[config.mk]
export PLATFORM = sky130hd
export DESIGN_NAME = rdma_resp_gen
export DESIGN_NICKNAME = d
export VERILOG_FILES = /design/src/hw/resp_gen_cfg_pkg.sv /design/src/hw/roce_hdr_pkg.sv /design/src/hw/rdma_resp_gen.sv /design/src/hw/axis_beat_serializer.sv /design/src/hw/resp_hdr_build.sv /design/src/hw/rd_req_capture.sv /design/src/hw/qp_cfg_regs.sv
export SDC_FILE = /design/constraint.sdc
export NUM_CORES = 1
export LEC_CHECK = 0
export ABC_AREA = 1
export BUFFER_PORTS_ARGS = -buffer_cell sky130_fd_sc_hd__buf_2
export CORE_AREA = 4 4 452 454
export CTS_CLUSTER_SIZE = 14
export DETAILED_ROUTE_END_ITERATION = 10
export DIE_AREA = 0 0 456 458
export PLACE_DENSITY = 0.49
export SETUP_SLACK_MARGIN = 0.2
export SLEW_MARGIN = 10
export SYNTH_ARGS = -nofsm -noshare
export SYNTH_HDL_FRONTEND = slang
export SYNTH_HIERARCHICAL = 1
export SYNTH_SLANG_ARGS = --single-unit
[constraint.sdc]
create_clock -name core_clk -period 15.5 [get_ports core_clk]
set_input_delay 0 -clock core_clk [delete_from_list [all_inputs] [get_ports core_clk]]
set_output_delay 0 -clock core_clk [all_outputs]
set_load 0.1 [all_outputs]
[src/hw/resp_gen_cfg_pkg.sv]
package resp_gen_cfg_pkg;

  localparam int unsigned DATA_W     = 512;
  localparam int unsigned KEEP_W     = DATA_W / 8;
  localparam int unsigned BEAT_BYTES = 64;

  // enough for the 5 beats and 314 bytes of a read response
  localparam int unsigned BEAT_CNT_W = 3;
  localparam int unsigned LEN_W      = 9;

  localparam int unsigned NUM_QP   = 4;
  localparam int unsigned QP_IDX_W = 2;

  // APB byte addresses
  localparam logic [7:0] REG_SRC_MAC_LO = 8'h00;
  localparam logic [7:0] REG_SRC_MAC_HI = 8'h04;
  localparam logic [7:0] REG_SRC_IP     = 8'h08;
  localparam logic [7:0] REG_CTRL       = 8'h0C;
  localparam logic [7:0] REG_QP_BASE    = 8'h10;
  localparam logic [7:0] REG_QP_STRIDE  = 8'h10;

  // offsets inside one qp block
  localparam logic [7:0] QP_MAC_LO = 8'h0;
  localparam logic [7:0] QP_MAC_HI = 8'h4;
  localparam logic [7:0] QP_IP     = 8'h8;

endpackage

[src/hw/roce_hdr_pkg.sv]
package roce_hdr_pkg;

  localparam int unsigned HDR_BYTES             = 58;
  localparam int unsigned RD_RESP_PAYLOAD_BYTES = 256;

  // header section sizes, BTH starts right after UDP
  localparam int unsigned ETH_HDR_BYTES = 14;
  localparam int unsigned IP_HDR_BYTES  = 20;
  localparam int unsigned UDP_HDR_BYTES = 8;
  localparam int unsigned BTH_OFS       = ETH_HDR_BYTES + IP_HDR_BYTES + UDP_HDR_BYTES;

  localparam logic [7:0] OPC_WR_ONLY      = 8'h0A;
  localparam logic [7:0] OPC_RD_REQ       = 8'h0C;
  localparam logic [7:0] OPC_RD_RESP_ONLY = 8'h10;
  localparam logic [7:0] OPC_ACK          = 8'h11;

  localparam logic [15:0] ETH_TYPE_IPV4 = 16'h0800;
  localparam logic [7:0]  IP_VER_IHL    = 8'h45;
  localparam logic [7:0]  IP_TOS        = 8'hb8;
  localparam logic [15:0] IP_ID         = 16'h5555;
  localparam logic [15:0] IP_FLAGS      = 16'h4000;  // don't fragment
  localparam logic [7:0]  IP_TTL        = 8'hba;
  localparam logic [7:0]  IP_PROTO_UDP  = 8'h11;
  localparam logic [15:0] UDP_SRC_PORT  = 16'h6851;
  localparam logic [15:0] UDP_DST_PORT  = 16'h12b7;  // RoCEv2
  localparam logic [15:0] BTH_PKEY      = 16'h666f;

  // wire order, first field is byte 0 on the wire
  typedef struct packed {
    logic [47:0] eth_dst;
    logic [47:0] eth_src;
    logic [15:0] eth_type;
    logic [7:0]  ip_ver_ihl;
    logic [7:0]  ip_tos;
    logic [15:0] ip_total_len;
    logic [15:0] ip_id;
    logic [15:0] ip_flags;
    logic [7:0]  ip_ttl;
    logic [7:0]  ip_proto;
    logic [15:0] ip_chksum;
    logic [31:0] ip_src;
    logic [31:0] ip_dst;
    logic [15:0] udp_src_port;
    logic [15:0] udp_dst_port;
    logic [15:0] udp_len;
    logic [15:0] udp_chksum;
    logic [7:0]  bth_opcode;
    logic [7:0]  bth_flags;
    logic [15:0] bth_pkey;
    logic [7:0]  bth_rsvd;
    logic [23:0] bth_dest_qp;
    logic [7:0]  bth_ack_req;
    logic [23:0] bth_psn;
    logic [31:0] aeth;
  } roce_hdr_t;

  // b[0] overlays the top of f, i.e. wire byte 0
  typedef union packed {
    roce_hdr_t                 f;
    logic [0:HDR_BYTES-1][7:0] b;
  } roce_hdr_u;

endpackage
[src/hw/rdma_resp_gen.sv]
`timescale 1ns/10ps
module rdma_resp_gen (
  input  logic                                core_clk,
  input  logic                                core_aresetn,
  input  logic                                psel_i,
  input  logic                                penable_i,
  input  logic                                pwrite_i,
  input  logic [7:0]                          paddr_i,
  input  logic [31:0]                         pwdata_i,
  output logic [31:0]                         prdata_o,
  output logic                                pready_o,
  output logic                                pslverr_o,
  input  logic                                req_valid_i,
  output logic                                req_ready_o,
  input  logic [resp_gen_cfg_pkg::DATA_W-1:0] req_data_i,
  output logic [resp_gen_cfg_pkg::DATA_W-1:0] m_axis_tdata_o,
  output logic [resp_gen_cfg_pkg::KEEP_W-1:0] m_axis_tkeep_o,
  output logic                                m_axis_tvalid_o,
  output logic                                m_axis_tlast_o,
  input  logic                                m_axis_tready_i
);

  logic [47:0]                               src_mac;
  logic [31:0]                               src_ip;
  logic [resp_gen_cfg_pkg::NUM_QP-1:0][47:0] qp_mac;
  logic [resp_gen_cfg_pkg::NUM_QP-1:0][31:0] qp_ip;
  logic                                      cfg_en;
  logic                                      cap_valid;
  logic                                      cap_ready;
  logic                                      cap_is_ack;
  logic [23:0]                               cap_qp;
  logic [23:0]                               cap_psn;
  logic                                      hdr_valid;
  logic                                      hdr_ready;
  roce_hdr_pkg::roce_hdr_u                   hdr;
  logic                                      hdr_is_ack;

  qp_cfg_regs u_regs (
    .core_clk     (core_clk),
    .core_aresetn (core_aresetn),
    .psel_i       (psel_i),
    .penable_i    (penable_i),
    .pwrite_i     (pwrite_i),
    .paddr_i      (paddr_i),
    .pwdata_i     (pwdata_i),
    .prdata_o     (prdata_o),
    .pready_o     (pready_o),
    .pslverr_o    (pslverr_o),
    .src_mac_o    (src_mac),
    .src_ip_o     (src_ip),
    .qp_mac_o     (qp_mac),
    .qp_ip_o      (qp_ip),
    .cfg_en_o     (cfg_en)
  );

  rd_req_capture u_capture (
    .core_clk     (core_clk),
    .core_aresetn (core_aresetn),
    .cfg_en_i     (cfg_en),
    .req_valid_i  (req_valid_i),
    .req_data_i   (req_data_i),
    .req_ready_o  (req_ready_o),
    .cap_valid_o  (cap_valid),
    .cap_ready_i  (cap_ready),
    .cap_is_ack_o (cap_is_ack),
    .cap_qp_o     (cap_qp),
    .cap_psn_o    (cap_psn)
  );

  resp_hdr_build u_hdr (
    .core_clk     (core_clk),
    .core_aresetn (core_aresetn),
    .cap_valid_i  (cap_valid),
    .cap_ready_o  (cap_ready),
    .cap_is_ack_i (cap_is_ack),
    .cap_qp_i     (cap_qp),
    .cap_psn_i    (cap_psn),
    .src_mac_i    (src_mac),
    .src_ip_i     (src_ip),
    .qp_mac_i     (qp_mac),
    .qp_ip_i      (qp_ip),
    .hdr_valid_o  (hdr_valid),
    .hdr_ready_i  (hdr_ready),
    .hdr_o        (hdr),
    .hdr_is_ack_o (hdr_is_ack)
  );

  axis_beat_serializer u_ser (
    .core_clk        (core_clk),
    .core_aresetn    (core_aresetn),
    .hdr_valid_i     (hdr_valid),
    .hdr_ready_o     (hdr_ready),
    .hdr_i           (hdr),
    .hdr_is_ack_i    (hdr_is_ack),
    .m_axis_tdata_o  (m_axis_tdata_o),
    .m_axis_tkeep_o  (m_axis_tkeep_o),
    .m_axis_tvalid_o (m_axis_tvalid_o),
    .m_axis_tlast_o  (m_axis_tlast_o),
    .m_axis_tready_i (m_axis_tready_i)
  );

endmodule

[src/hw/axis_beat_serializer.sv]
`timescale 1ns/10ps
module axis_beat_serializer (
  input  logic                                core_clk,
  input  logic                                core_aresetn,
  input  logic                                hdr_valid_i,
  output logic                                hdr_ready_o,
  input  roce_hdr_pkg::roce_hdr_u             hdr_i,
  input  logic                                hdr_is_ack_i,
  output logic [resp_gen_cfg_pkg::DATA_W-1:0] m_axis_tdata_o,
  output logic [resp_gen_cfg_pkg::KEEP_W-1:0] m_axis_tkeep_o,
  output logic                                m_axis_tvalid_o,
  output logic                                m_axis_tlast_o,
  input  logic                                m_axis_tready_i
);

  roce_hdr_pkg::roce_hdr_u                 hdr_q;
  logic [resp_gen_cfg_pkg::BEAT_CNT_W-1:0] beat_cnt;
  logic [resp_gen_cfg_pkg::LEN_W-1:0]      rem_q;  // bytes left incl. current beat
  logic [7:0]                              pay_byte;
  logic                                    last;
  logic                                    beat_fire;
  logic                                    hdr_fire;

  assign last      = rem_q <= resp_gen_cfg_pkg::LEN_W'(resp_gen_cfg_pkg::BEAT_BYTES);
  assign beat_fire = m_axis_tvalid_o && m_axis_tready_i;
  assign hdr_ready_o = !m_axis_tvalid_o || (beat_fire && last);
  assign hdr_fire  = hdr_valid_i && hdr_ready_o;
  assign pay_byte  = hdr_q.f.bth_psn[7:0];

  assign m_axis_tlast_o = m_axis_tvalid_o && last;
  assign m_axis_tkeep_o = last ? ~({resp_gen_cfg_pkg::KEEP_W{1'b1}} << rem_q) : '1;

  // payload fills every kept lane, the header then overwrites beat 0
  always_comb begin
    for (int i = 0; i < resp_gen_cfg_pkg::KEEP_W; i++) begin
      m_axis_tdata_o[i*8 +: 8] = m_axis_tkeep_o[i] ? pay_byte : 8'h00;
    end
    if (beat_cnt == '0) begin
      for (int i = 0; i < roce_hdr_pkg::HDR_BYTES; i++) begin
        m_axis_tdata_o[i*8 +: 8] = hdr_q.b[i];
      end
    end
  end

  always_ff @(posedge core_clk or negedge core_aresetn) begin
    if (!core_aresetn) begin
      m_axis_tvalid_o <= 1'b0;
      beat_cnt        <= '0;
      rem_q           <= '0;
    end else if (hdr_fire) begin
      m_axis_tvalid_o <= 1'b1;
      beat_cnt        <= '0;
      rem_q           <= hdr_is_ack_i ? resp_gen_cfg_pkg::LEN_W'(roce_hdr_pkg::HDR_BYTES)
                         : resp_gen_cfg_pkg::LEN_W'(roce_hdr_pkg::HDR_BYTES
                                                    + roce_hdr_pkg::RD_RESP_PAYLOAD_BYTES);
    end else if (beat_fire) begin
      m_axis_tvalid_o <= !last;
      beat_cnt        <= beat_cnt + 1'b1;
      rem_q           <= last ? '0 : rem_q - resp_gen_cfg_pkg::LEN_W'(resp_gen_cfg_pkg::BEAT_BYTES);
    end
  end

  always_ff @(posedge core_clk) begin
    if (hdr_fire) begin
      hdr_q <= hdr_i;
    end
  end

endmodule

[src/hw/resp_hdr_build.sv]
`timescale 1ns/10ps
module resp_hdr_build (
  input  logic                                      core_clk,
  input  logic                                      core_aresetn,
  input  logic                                      cap_valid_i,
  output logic                                      cap_ready_o,
  input  logic                                      cap_is_ack_i,
  input  logic [23:0]                               cap_qp_i,
  input  logic [23:0]                               cap_psn_i,
  input  logic [47:0]                               src_mac_i,
  input  logic [31:0]                               src_ip_i,
  input  logic [resp_gen_cfg_pkg::NUM_QP-1:0][47:0] qp_mac_i,
  input  logic [resp_gen_cfg_pkg::NUM_QP-1:0][31:0] qp_ip_i,
  output logic                                      hdr_valid_o,
  input  logic                                      hdr_ready_i,
  output roce_hdr_pkg::roce_hdr_u                   hdr_o,
  output logic                                      hdr_is_ack_o
);

  logic [resp_gen_cfg_pkg::QP_IDX_W-1:0] qp_idx;
  logic [15:0]                           ip_len;
  roce_hdr_pkg::roce_hdr_t               f;
  logic [159:0]                          ip_words;
  logic [19:0]                           csum_acc;
  logic [16:0]                           csum_fold;
  logic [15:0]                           csum_sum;

  assign qp_idx = cap_qp_i[resp_gen_cfg_pkg::QP_IDX_W-1:0];
  // everything after the ethernet header, plus payload for a read response
  assign ip_len = 16'(roce_hdr_pkg::HDR_BYTES - roce_hdr_pkg::ETH_HDR_BYTES)
                  + (cap_is_ack_i ? 16'd0 : 16'(roce_hdr_pkg::RD_RESP_PAYLOAD_BYTES));

  always_comb begin
    f              = '0;  // checksums, reserved bits and AETH stay zero
    f.eth_dst      = qp_mac_i[qp_idx];
    f.eth_src      = src_mac_i;
    f.eth_type     = roce_hdr_pkg::ETH_TYPE_IPV4;
    f.ip_ver_ihl   = roce_hdr_pkg::IP_VER_IHL;
    f.ip_tos       = roce_hdr_pkg::IP_TOS;
    f.ip_total_len = ip_len;
    f.ip_id        = roce_hdr_pkg::IP_ID;
    f.ip_flags     = roce_hdr_pkg::IP_FLAGS;
    f.ip_ttl       = roce_hdr_pkg::IP_TTL;
    f.ip_proto     = roce_hdr_pkg::IP_PROTO_UDP;
    f.ip_src       = src_ip_i;
    f.ip_dst       = qp_ip_i[qp_idx];
    f.udp_src_port = roce_hdr_pkg::UDP_SRC_PORT;
    f.udp_dst_port = roce_hdr_pkg::UDP_DST_PORT;
    f.udp_len      = ip_len - 16'(roce_hdr_pkg::IP_HDR_BYTES);
    f.bth_opcode   = cap_is_ack_i ? roce_hdr_pkg::OPC_ACK : roce_hdr_pkg::OPC_RD_RESP_ONLY;
    f.bth_pkey     = roce_hdr_pkg::BTH_PKEY;
    f.bth_dest_qp  = cap_qp_i;
    f.bth_psn      = cap_psn_i;

    // ipv4 header as ten halfwords, checksum slot zero
    ip_words = {f.ip_ver_ihl, f.ip_tos, f.ip_total_len, f.ip_id, f.ip_flags,
                f.ip_ttl, f.ip_proto, 16'h0000, f.ip_src, f.ip_dst};
    csum_acc = '0;
    for (int i = 0; i < 10; i++) begin
      csum_acc = csum_acc + 20'(ip_words[i*16 +: 16]);
    end
    // two folds absorb any carry out of the first
    csum_fold   = 17'(csum_acc[15:0]) + 17'(csum_acc[19:16]);
    csum_sum    = csum_fold[15:0] + 16'(csum_fold[16]);
    f.ip_chksum = ~csum_sum;
  end

  assign cap_ready_o = !hdr_valid_o || hdr_ready_i;

  always_ff @(posedge core_clk or negedge core_aresetn) begin
    if (!core_aresetn) begin
      hdr_valid_o <= 1'b0;
    end else if (cap_ready_o) begin
      hdr_valid_o <= cap_valid_i;
    end
  end

  always_ff @(posedge core_clk) begin
    if (cap_valid_i && cap_ready_o) begin
      hdr_o.f      <= f;
      hdr_is_ack_o <= cap_is_ack_i;
    end
  end

endmodule

[src/hw/rd_req_capture.sv]
`timescale 1ns/10ps
module rd_req_capture (
  input  logic                                core_clk,
  input  logic                                core_aresetn,
  input  logic                                cfg_en_i,
  input  logic                                req_valid_i,
  input  logic [resp_gen_cfg_pkg::DATA_W-1:0] req_data_i,
  output logic                                req_ready_o,
  output logic                                cap_valid_o,
  input  logic                                cap_ready_i,
  output logic                                cap_is_ack_o,
  output logic [23:0]                         cap_qp_o,
  output logic [23:0]                         cap_psn_o
);

  localparam int unsigned QP_BIT  = (roce_hdr_pkg::BTH_OFS + 5) * 8;
  localparam int unsigned PSN_BIT = (roce_hdr_pkg::BTH_OFS + 9) * 8;

  logic [7:0] opcode;
  logic       op_rd;
  logic       op_wr;
  logic       req_fire;

  assign opcode   = req_data_i[roce_hdr_pkg::BTH_OFS*8 +: 8];
  assign op_rd    = opcode == roce_hdr_pkg::OPC_RD_REQ;
  assign op_wr    = opcode == roce_hdr_pkg::OPC_WR_ONLY;

  // one slot, refilled in the same cycle it drains
  assign req_ready_o = cfg_en_i && (!cap_valid_o || cap_ready_i);
  assign req_fire    = req_valid_i && req_ready_o;

  always_ff @(posedge core_clk or negedge core_aresetn) begin
    if (!core_aresetn) begin
      cap_valid_o <= 1'b0;
    end else if (req_fire) begin
      cap_valid_o <= op_rd | op_wr;  // other opcodes dropped here
    end else if (cap_ready_i) begin
      cap_valid_o <= 1'b0;
    end
  end

  // QP and PSN are big-endian on the wire
  always_ff @(posedge core_clk) begin
    if (req_fire) begin
      cap_is_ack_o <= op_wr;
      cap_qp_o     <= {req_data_i[QP_BIT +: 8],
                       req_data_i[QP_BIT + 8 +: 8],
                       req_data_i[QP_BIT + 16 +: 8]};
      cap_psn_o    <= {req_data_i[PSN_BIT +: 8],
                       req_data_i[PSN_BIT + 8 +: 8],
                       req_data_i[PSN_BIT + 16 +: 8]};
    end
  end

endmodule

[src/hw/qp_cfg_regs.sv]
`timescale 1ns/10ps
module qp_cfg_regs (
  input  logic                                      core_clk,
  input  logic                                      core_aresetn,
  input  logic                                      psel_i,
  input  logic                                      penable_i,
  input  logic                                      pwrite_i,
  input  logic [7:0]                                paddr_i,
  input  logic [31:0]                               pwdata_i,
  output logic [31:0]                               prdata_o,
  output logic                                      pready_o,
  output logic                                      pslverr_o,
  output logic [47:0]                               src_mac_o,
  output logic [31:0]                               src_ip_o,
  output logic [resp_gen_cfg_pkg::NUM_QP-1:0][47:0] qp_mac_o,
  output logic [resp_gen_cfg_pkg::NUM_QP-1:0][31:0] qp_ip_o,
  output logic                                      cfg_en_o
);

  logic                                sel_src_lo;
  logic                                sel_src_hi;
  logic                                sel_src_ip;
  logic                                sel_ctrl;
  logic [resp_gen_cfg_pkg::NUM_QP-1:0] sel_qp_lo;
  logic [resp_gen_cfg_pkg::NUM_QP-1:0] sel_qp_hi;
  logic [resp_gen_cfg_pkg::NUM_QP-1:0] sel_qp_ip;
  logic                                hit;
  logic                                wr_en;

  always_comb begin
    sel_src_lo = paddr_i == resp_gen_cfg_pkg::REG_SRC_MAC_LO;
    sel_src_hi = paddr_i == resp_gen_cfg_pkg::REG_SRC_MAC_HI;
    sel_src_ip = paddr_i == resp_gen_cfg_pkg::REG_SRC_IP;
    sel_ctrl   = paddr_i == resp_gen_cfg_pkg::REG_CTRL;
    for (int q = 0; q < resp_gen_cfg_pkg::NUM_QP; q++) begin
      sel_qp_lo[q] = paddr_i == 8'(resp_gen_cfg_pkg::REG_QP_BASE
                     + q * resp_gen_cfg_pkg::REG_QP_STRIDE + resp_gen_cfg_pkg::QP_MAC_LO);
      sel_qp_hi[q] = paddr_i == 8'(resp_gen_cfg_pkg::REG_QP_BASE
                     + q * resp_gen_cfg_pkg::REG_QP_STRIDE + resp_gen_cfg_pkg::QP_MAC_HI);
      sel_qp_ip[q] = paddr_i == 8'(resp_gen_cfg_pkg::REG_QP_BASE
                     + q * resp_gen_cfg_pkg::REG_QP_STRIDE + resp_gen_cfg_pkg::QP_IP);
    end
    hit = sel_src_lo | sel_src_hi | sel_src_ip | sel_ctrl
          | (|sel_qp_lo) | (|sel_qp_hi) | (|sel_qp_ip);
  end

  // read mux, zero when nothing decodes
  always_comb begin
    prdata_o = '0;
    if (sel_src_lo) prdata_o = src_mac_o[31:0];
    if (sel_src_hi) prdata_o = {16'h0, src_mac_o[47:32]};
    if (sel_src_ip) prdata_o = src_ip_o;
    if (sel_ctrl)   prdata_o = {31'h0, cfg_en_o};
    for (int q = 0; q < resp_gen_cfg_pkg::NUM_QP; q++) begin
      if (sel_qp_lo[q]) prdata_o = qp_mac_o[q][31:0];
      if (sel_qp_hi[q]) prdata_o = {16'h0, qp_mac_o[q][47:32]};
      if (sel_qp_ip[q]) prdata_o = qp_ip_o[q];
    end
  end

  assign pready_o  = 1'b1;  // no wait states
  assign pslverr_o = psel_i & penable_i & ~hit;
  assign wr_en     = psel_i & penable_i & pwrite_i;

  always_ff @(posedge core_clk or negedge core_aresetn) begin
    if (!core_aresetn) begin
      src_mac_o <= '0;
      src_ip_o  <= '0;
      qp_mac_o  <= '0;
      qp_ip_o   <= '0;
      cfg_en_o  <= 1'b0;
    end else if (wr_en) begin
      if (sel_src_lo) src_mac_o[31:0]  <= pwdata_i;
      if (sel_src_hi) src_mac_o[47:32] <= pwdata_i[15:0];
      if (sel_src_ip) src_ip_o         <= pwdata_i;
      if (sel_ctrl)   cfg_en_o         <= pwdata_i[0];
      for (int q = 0; q < resp_gen_cfg_pkg::NUM_QP; q++) begin
        if (sel_qp_lo[q]) qp_mac_o[q][31:0]  <= pwdata_i;
        if (sel_qp_hi[q]) qp_mac_o[q][47:32] <= pwdata_i[15:0];
        if (sel_qp_ip[q]) qp_ip_o[q]         <= pwdata_i;
      end
    end
  end

endmodule

==> results.md <==
- Detailed placement finished with a half-perimeter wire length of 133100 um.
- The placeable core region is 0.1997 mm^2.
- TritonCTS created 120 clock buffers.
- The flop-to-flop setup slack is 5.96 ns.
- In this run, synthesis produced a sequential element count of 1150.
- A synthesized cell averages 10.06 um^2.
- The number of levels in the clock H-tree is 3.
- The met3 capacity usage during global routing is 0.03244.
- The cell at the root of the clock tree is sky130_fd_sc_hd__clkbuf_16.
- The worst-path cell with the longest stage delay is sky130_fd_sc_hd__a32oi_1.
- Setup violations remaining at the end of the flow were counted as 0.
- The maximum fanout along the worst path is 62.
- The worst setup path is captured at a flip-flop.
- The share of post-route cells with drive strength above 1 is 0.1816.
- The layout has 20740 filler cells.
- The depth of the most critical reg-to-reg path is 45.
- Summed over all instances, the cell type with the most area after synthesis is sky130_fd_sc_hd__edfxtp_1.
- The count of nets after finishing is 6480.
- The final critical-path required period is 9.536 ns.
- The global-route track usage on met2 is 0.3040.
- The worst hold path passes through 2 cells.
- The largest net degree at the start of global routing is 177.
- The post-detailed-route DRC marker count is 0.
- The area growth from synthesis to final layout is 19.68%.
- After clock tree synthesis, the clock-pin slew on the worst setup and hold paths is 0.06 ns.
- The global-route wire length before repair is 275300 um.
- The startpoint identified for the worst hold timing path is req_data_i[392].
- The data arrival time of the critical path is 10.05 ns.
- The run finished with clean final reports.
- The die covers 0.2088 mm^2.
- In this run, the number of DRC markers left after iteration 0 of detailed routing was 3630.
- The portion of the clock cycle consumed by the worst path in the final layout is 0.6152.
- The summed instance area of the synthesized netlist is 0.05206 mm^2.
- The effective utilization at floorplan is 0.2608.
- The number of unique standard cell types used by synthesis is 50.
- In the routed layout, each cell is associated on average with a via count of 4.484.
- The quantity of I/O buffers inserted on ports is 714.
- The count of warnings emitted by yosys is 6.
- The total overflow left after global routing is 0.
- The destination of the worst hold path is u_capture/cap_qp_o[0]$_DFFE_PP_.
- The number of iterations in the first detailed-routing pass is 8.
- The total detailed-routing wirelength is 194200 um.
- The number of sinks driven by the clock tree is 1150.
- Setup repair after global routing left no endpoint under its margin.
- In the global route stage, met1 resource usage came out at 0.2143.
- The overall die width is 456 um.
- The start of the worst register-to-register path is u_capture/cap_qp_o[0]$_DFFE_PP_.
- In this run the most used layer during global routing was met2.
- TritonCTS built the clock tree.
- Setup total negative slack on the finished layout was measured at 0 ns.
- The number of global-route vias before repair is 37360.
- The max-slew violation total from the final report is 0.
- The element type at the critical path start is a flip-flop.
- In the global route stage, overall resource usage came out at 0.1805.
- The average detailed-routed wire length per instance is 22.55 um.
- Of the synthesized area, sequential elements account for 0.6238.
- The largest incremental delay on the critical path is 0.86 ns.
- The clock network latency to the later pin of the worst-skew pair is 0.78 ns.
- The site row count is 164.
- Measured along the y axis, the die boundary spans 458 um.
- Routability-driven placement finished with a final weighted congestion of 0.8460.
- The worst register-to-register path ends at u_hdr/hdr_o[271]$_DFFE_PP_.
- The critical path start-end classification is flip-flop to flip-flop.
- The fmax is 0.1049 GHz.
- The detail route stage leaves a number of antenna-violating nets equal to 0.
- The via total after detailed routing is 38610.
- In this run the worst hold path is classified as input port to flip-flop.
- The transition at the pin with the smallest max-transition slack is 1.217 ns.
- The area fraction of the dominant cell type after synthesis is 0.4262.
- The post-CTS repair timing setup buffer count is 0.
- The count of pins on the block boundary is 1172.
- The total count of hold-check failures in the final report is 0.
- Sorting the synthesized cells by area gives the leading types as sky130_fd_sc_hd__edfxtp_1, sky130_fd_sc_hd__dfrtp_1, sky130_fd_sc_hd__nand2_1.
- Between clock sinks in the finished design, the worst skew comes to 0.05274 ns.
- The data required time of the critical path is 16.01 ns.
- The worst slew margin relative to its limit is 0.1886.
- Across the run, the number of max-cap violations was 0.
- The number of antenna violations at the first check in global routing is 20.
- The maximum count of clock buffers along a single path is 3.
- The number of instances in the synthesized netlist is 5174.
[cell type report]
| class | instances | area [um^2] | share of cell area |
|---|---|---|---|
| flip-flops and latches | 1150 | 32480 | 0.5212 |
| multi-input cells | 3396 | 15840 | 0.2542 |
| repair buffers | 922 | 5573 | 0.08943 |
| well taps | 2656 | 3323 | 0.05333 |
| clock buffers | 155 | 3307 | 0.05307 |
| inverters | 249 | 947.2 | 0.01520 |
| clock inverters | 75 | 830.8 | 0.01333 |
| diodes | 7 | 17.52 | 0.0002811 |
[worst max path at each step]
stage,from,endpoint,slack [ns],cells past startpoint
final,u_capture/cap_qp_o[0]$_DFFE_PP_,u_hdr/hdr_o[271]$_DFFE_PP_,5.96,45
after global routing,u_capture/cap_qp_o[0]$_DFFE_PP_,u_hdr/hdr_o[271]$_DFFE_PP_,5.17,47
after CTS,u_capture/cap_qp_o[0]$_DFFE_PP_,u_hdr/hdr_o[271]$_DFFE_PP_,5.96,45
after floorplan,u_ser/m_axis_tvalid_o$_DFFE_PN0P_,u_hdr/hdr_o[120]$_DFFE_PP_,2.26,6
after global placement,u_capture/cap_qp_o[0]$_DFFE_PP_,u_hdr/hdr_o[271]$_DFFE_PP_,6.09,45
after detailed placement,u_capture/cap_qp_o[0]$_DFFE_PP_,u_hdr/hdr_o[271]$_DFFE_PP_,5.99,45
[flip-flops by register name, indices dropped and copies added (netlist names)]
register	flops
u_regs/cfg_en_o	1
u_ser/rem_q	4
u_hdr/hdr_o	226
u_regs/qp_mac_o	192
u_ser/beat_cnt	3
u_regs/qp_ip_o	128
u_capture/cap_qp_o	24
u_regs/src_mac_o	48
u_ser/m_axis_tvalid_o	1
u_ser/hdr_q	464
u_hdr/hdr_valid_o	1
u_regs/src_ip_o	32
u_capture/cap_is_ack_o	1
u_capture/cap_valid_o	1
u_capture/cap_psn_o	24
[critical path: cells and delay by family (launching register included)]
kind / cells / cell delay (ns)
DFF: 1 / 0.39
xor gates and xnor gates: 1 / 0.20
buffers and inverters: 9 / 1.59
adders and majority gates: 6 / 2.45
AOI/OAI and AO/OA: 5 / 1.71
and+or+nand+nor: 24 / 2.85
[metal layers]
metal	wire length, um	share of wire
met3	12950	0.067
met2	93330	0.48
met4	12990	0.067
met5	54	0.00028
met1	74830	0.39
[cell usage after synthesis, drive strengths merged]
library cell	n
ha	48
nand4	69
buf	438
xnor2	4
o22ai	70
a21oi	54
nor2	323
a31oi	2
nor3	4
clkinv	4
nand3b	1
a221oi	2
nor4	3
xor2	9
edfxtp	739
a32oi	10
o21bai	3
nand3	142
nand2	1806
or2	3
clkbuf	176
and2	1
fa	34
inv	245
a21o	3
a221o	15
a22o	1
conb	3
dfrtp	411
o21ai	551
[per-stage QoR]
stage            util  setup WS [ns]  cell area, um^2  cells  hold slack, ns
2_1_floorplan       -          2.261            52950   5409         -0.2956
3_3_place_gp   0.2840          6.093            56700   8229         0.09727
3_5_place_dp   0.2840          5.994            56700   8229         0.09825
4_1_cts        0.3120          5.961            62290   8603        0.008799
5_1_grt        0.3120          5.171            62300   8605         0.07485
6_report       0.3121          5.964            62310   8610         0.07215
[cells in the final DEF, fill, tap and decap left out, types with 119 or more instances in the layout]
cell,n
sky130_fd_sc_hd__buf_2,713
sky130_fd_sc_hd__clkbuf_16,122
sky130_fd_sc_hd__conb_1,238
sky130_fd_sc_hd__dfrtp_1,411
sky130_fd_sc_hd__dlygate4sd3_1,143
sky130_fd_sc_hd__edfxtp_1,739
sky130_fd_sc_hd__inv_1,232
sky130_fd_sc_hd__nand2_1,1780
sky130_fd_sc_hd__nand3_1,119
sky130_fd_sc_hd__nor2_1,297
sky130_fd_sc_hd__o21ai_0,487
[cell families (layout without fill, tap and decap cells)]
family          after synthesis  in the layout  share of synthesized area
flops                      1150           1150                     0.6238
other cells                   3            245                  0.0002163
simple gates               2352           2352                     0.1840
buf+inv                     863           1401                    0.09163
compound gates              711            711                    0.07311
fa+ha+maj                    82             82                    0.02461
xor+xnor                     13             13                   0.002692
[repair_timing]
item                       CTS  global route
setup endpoints to repair    0             0
hold buffers               144             0
gates resized for setup      0             0
hold endpoints to repair   554             0
Power is not shown: default switching activity piles up to over one toggle a cycle in this logic, so the estimate is an artifact.
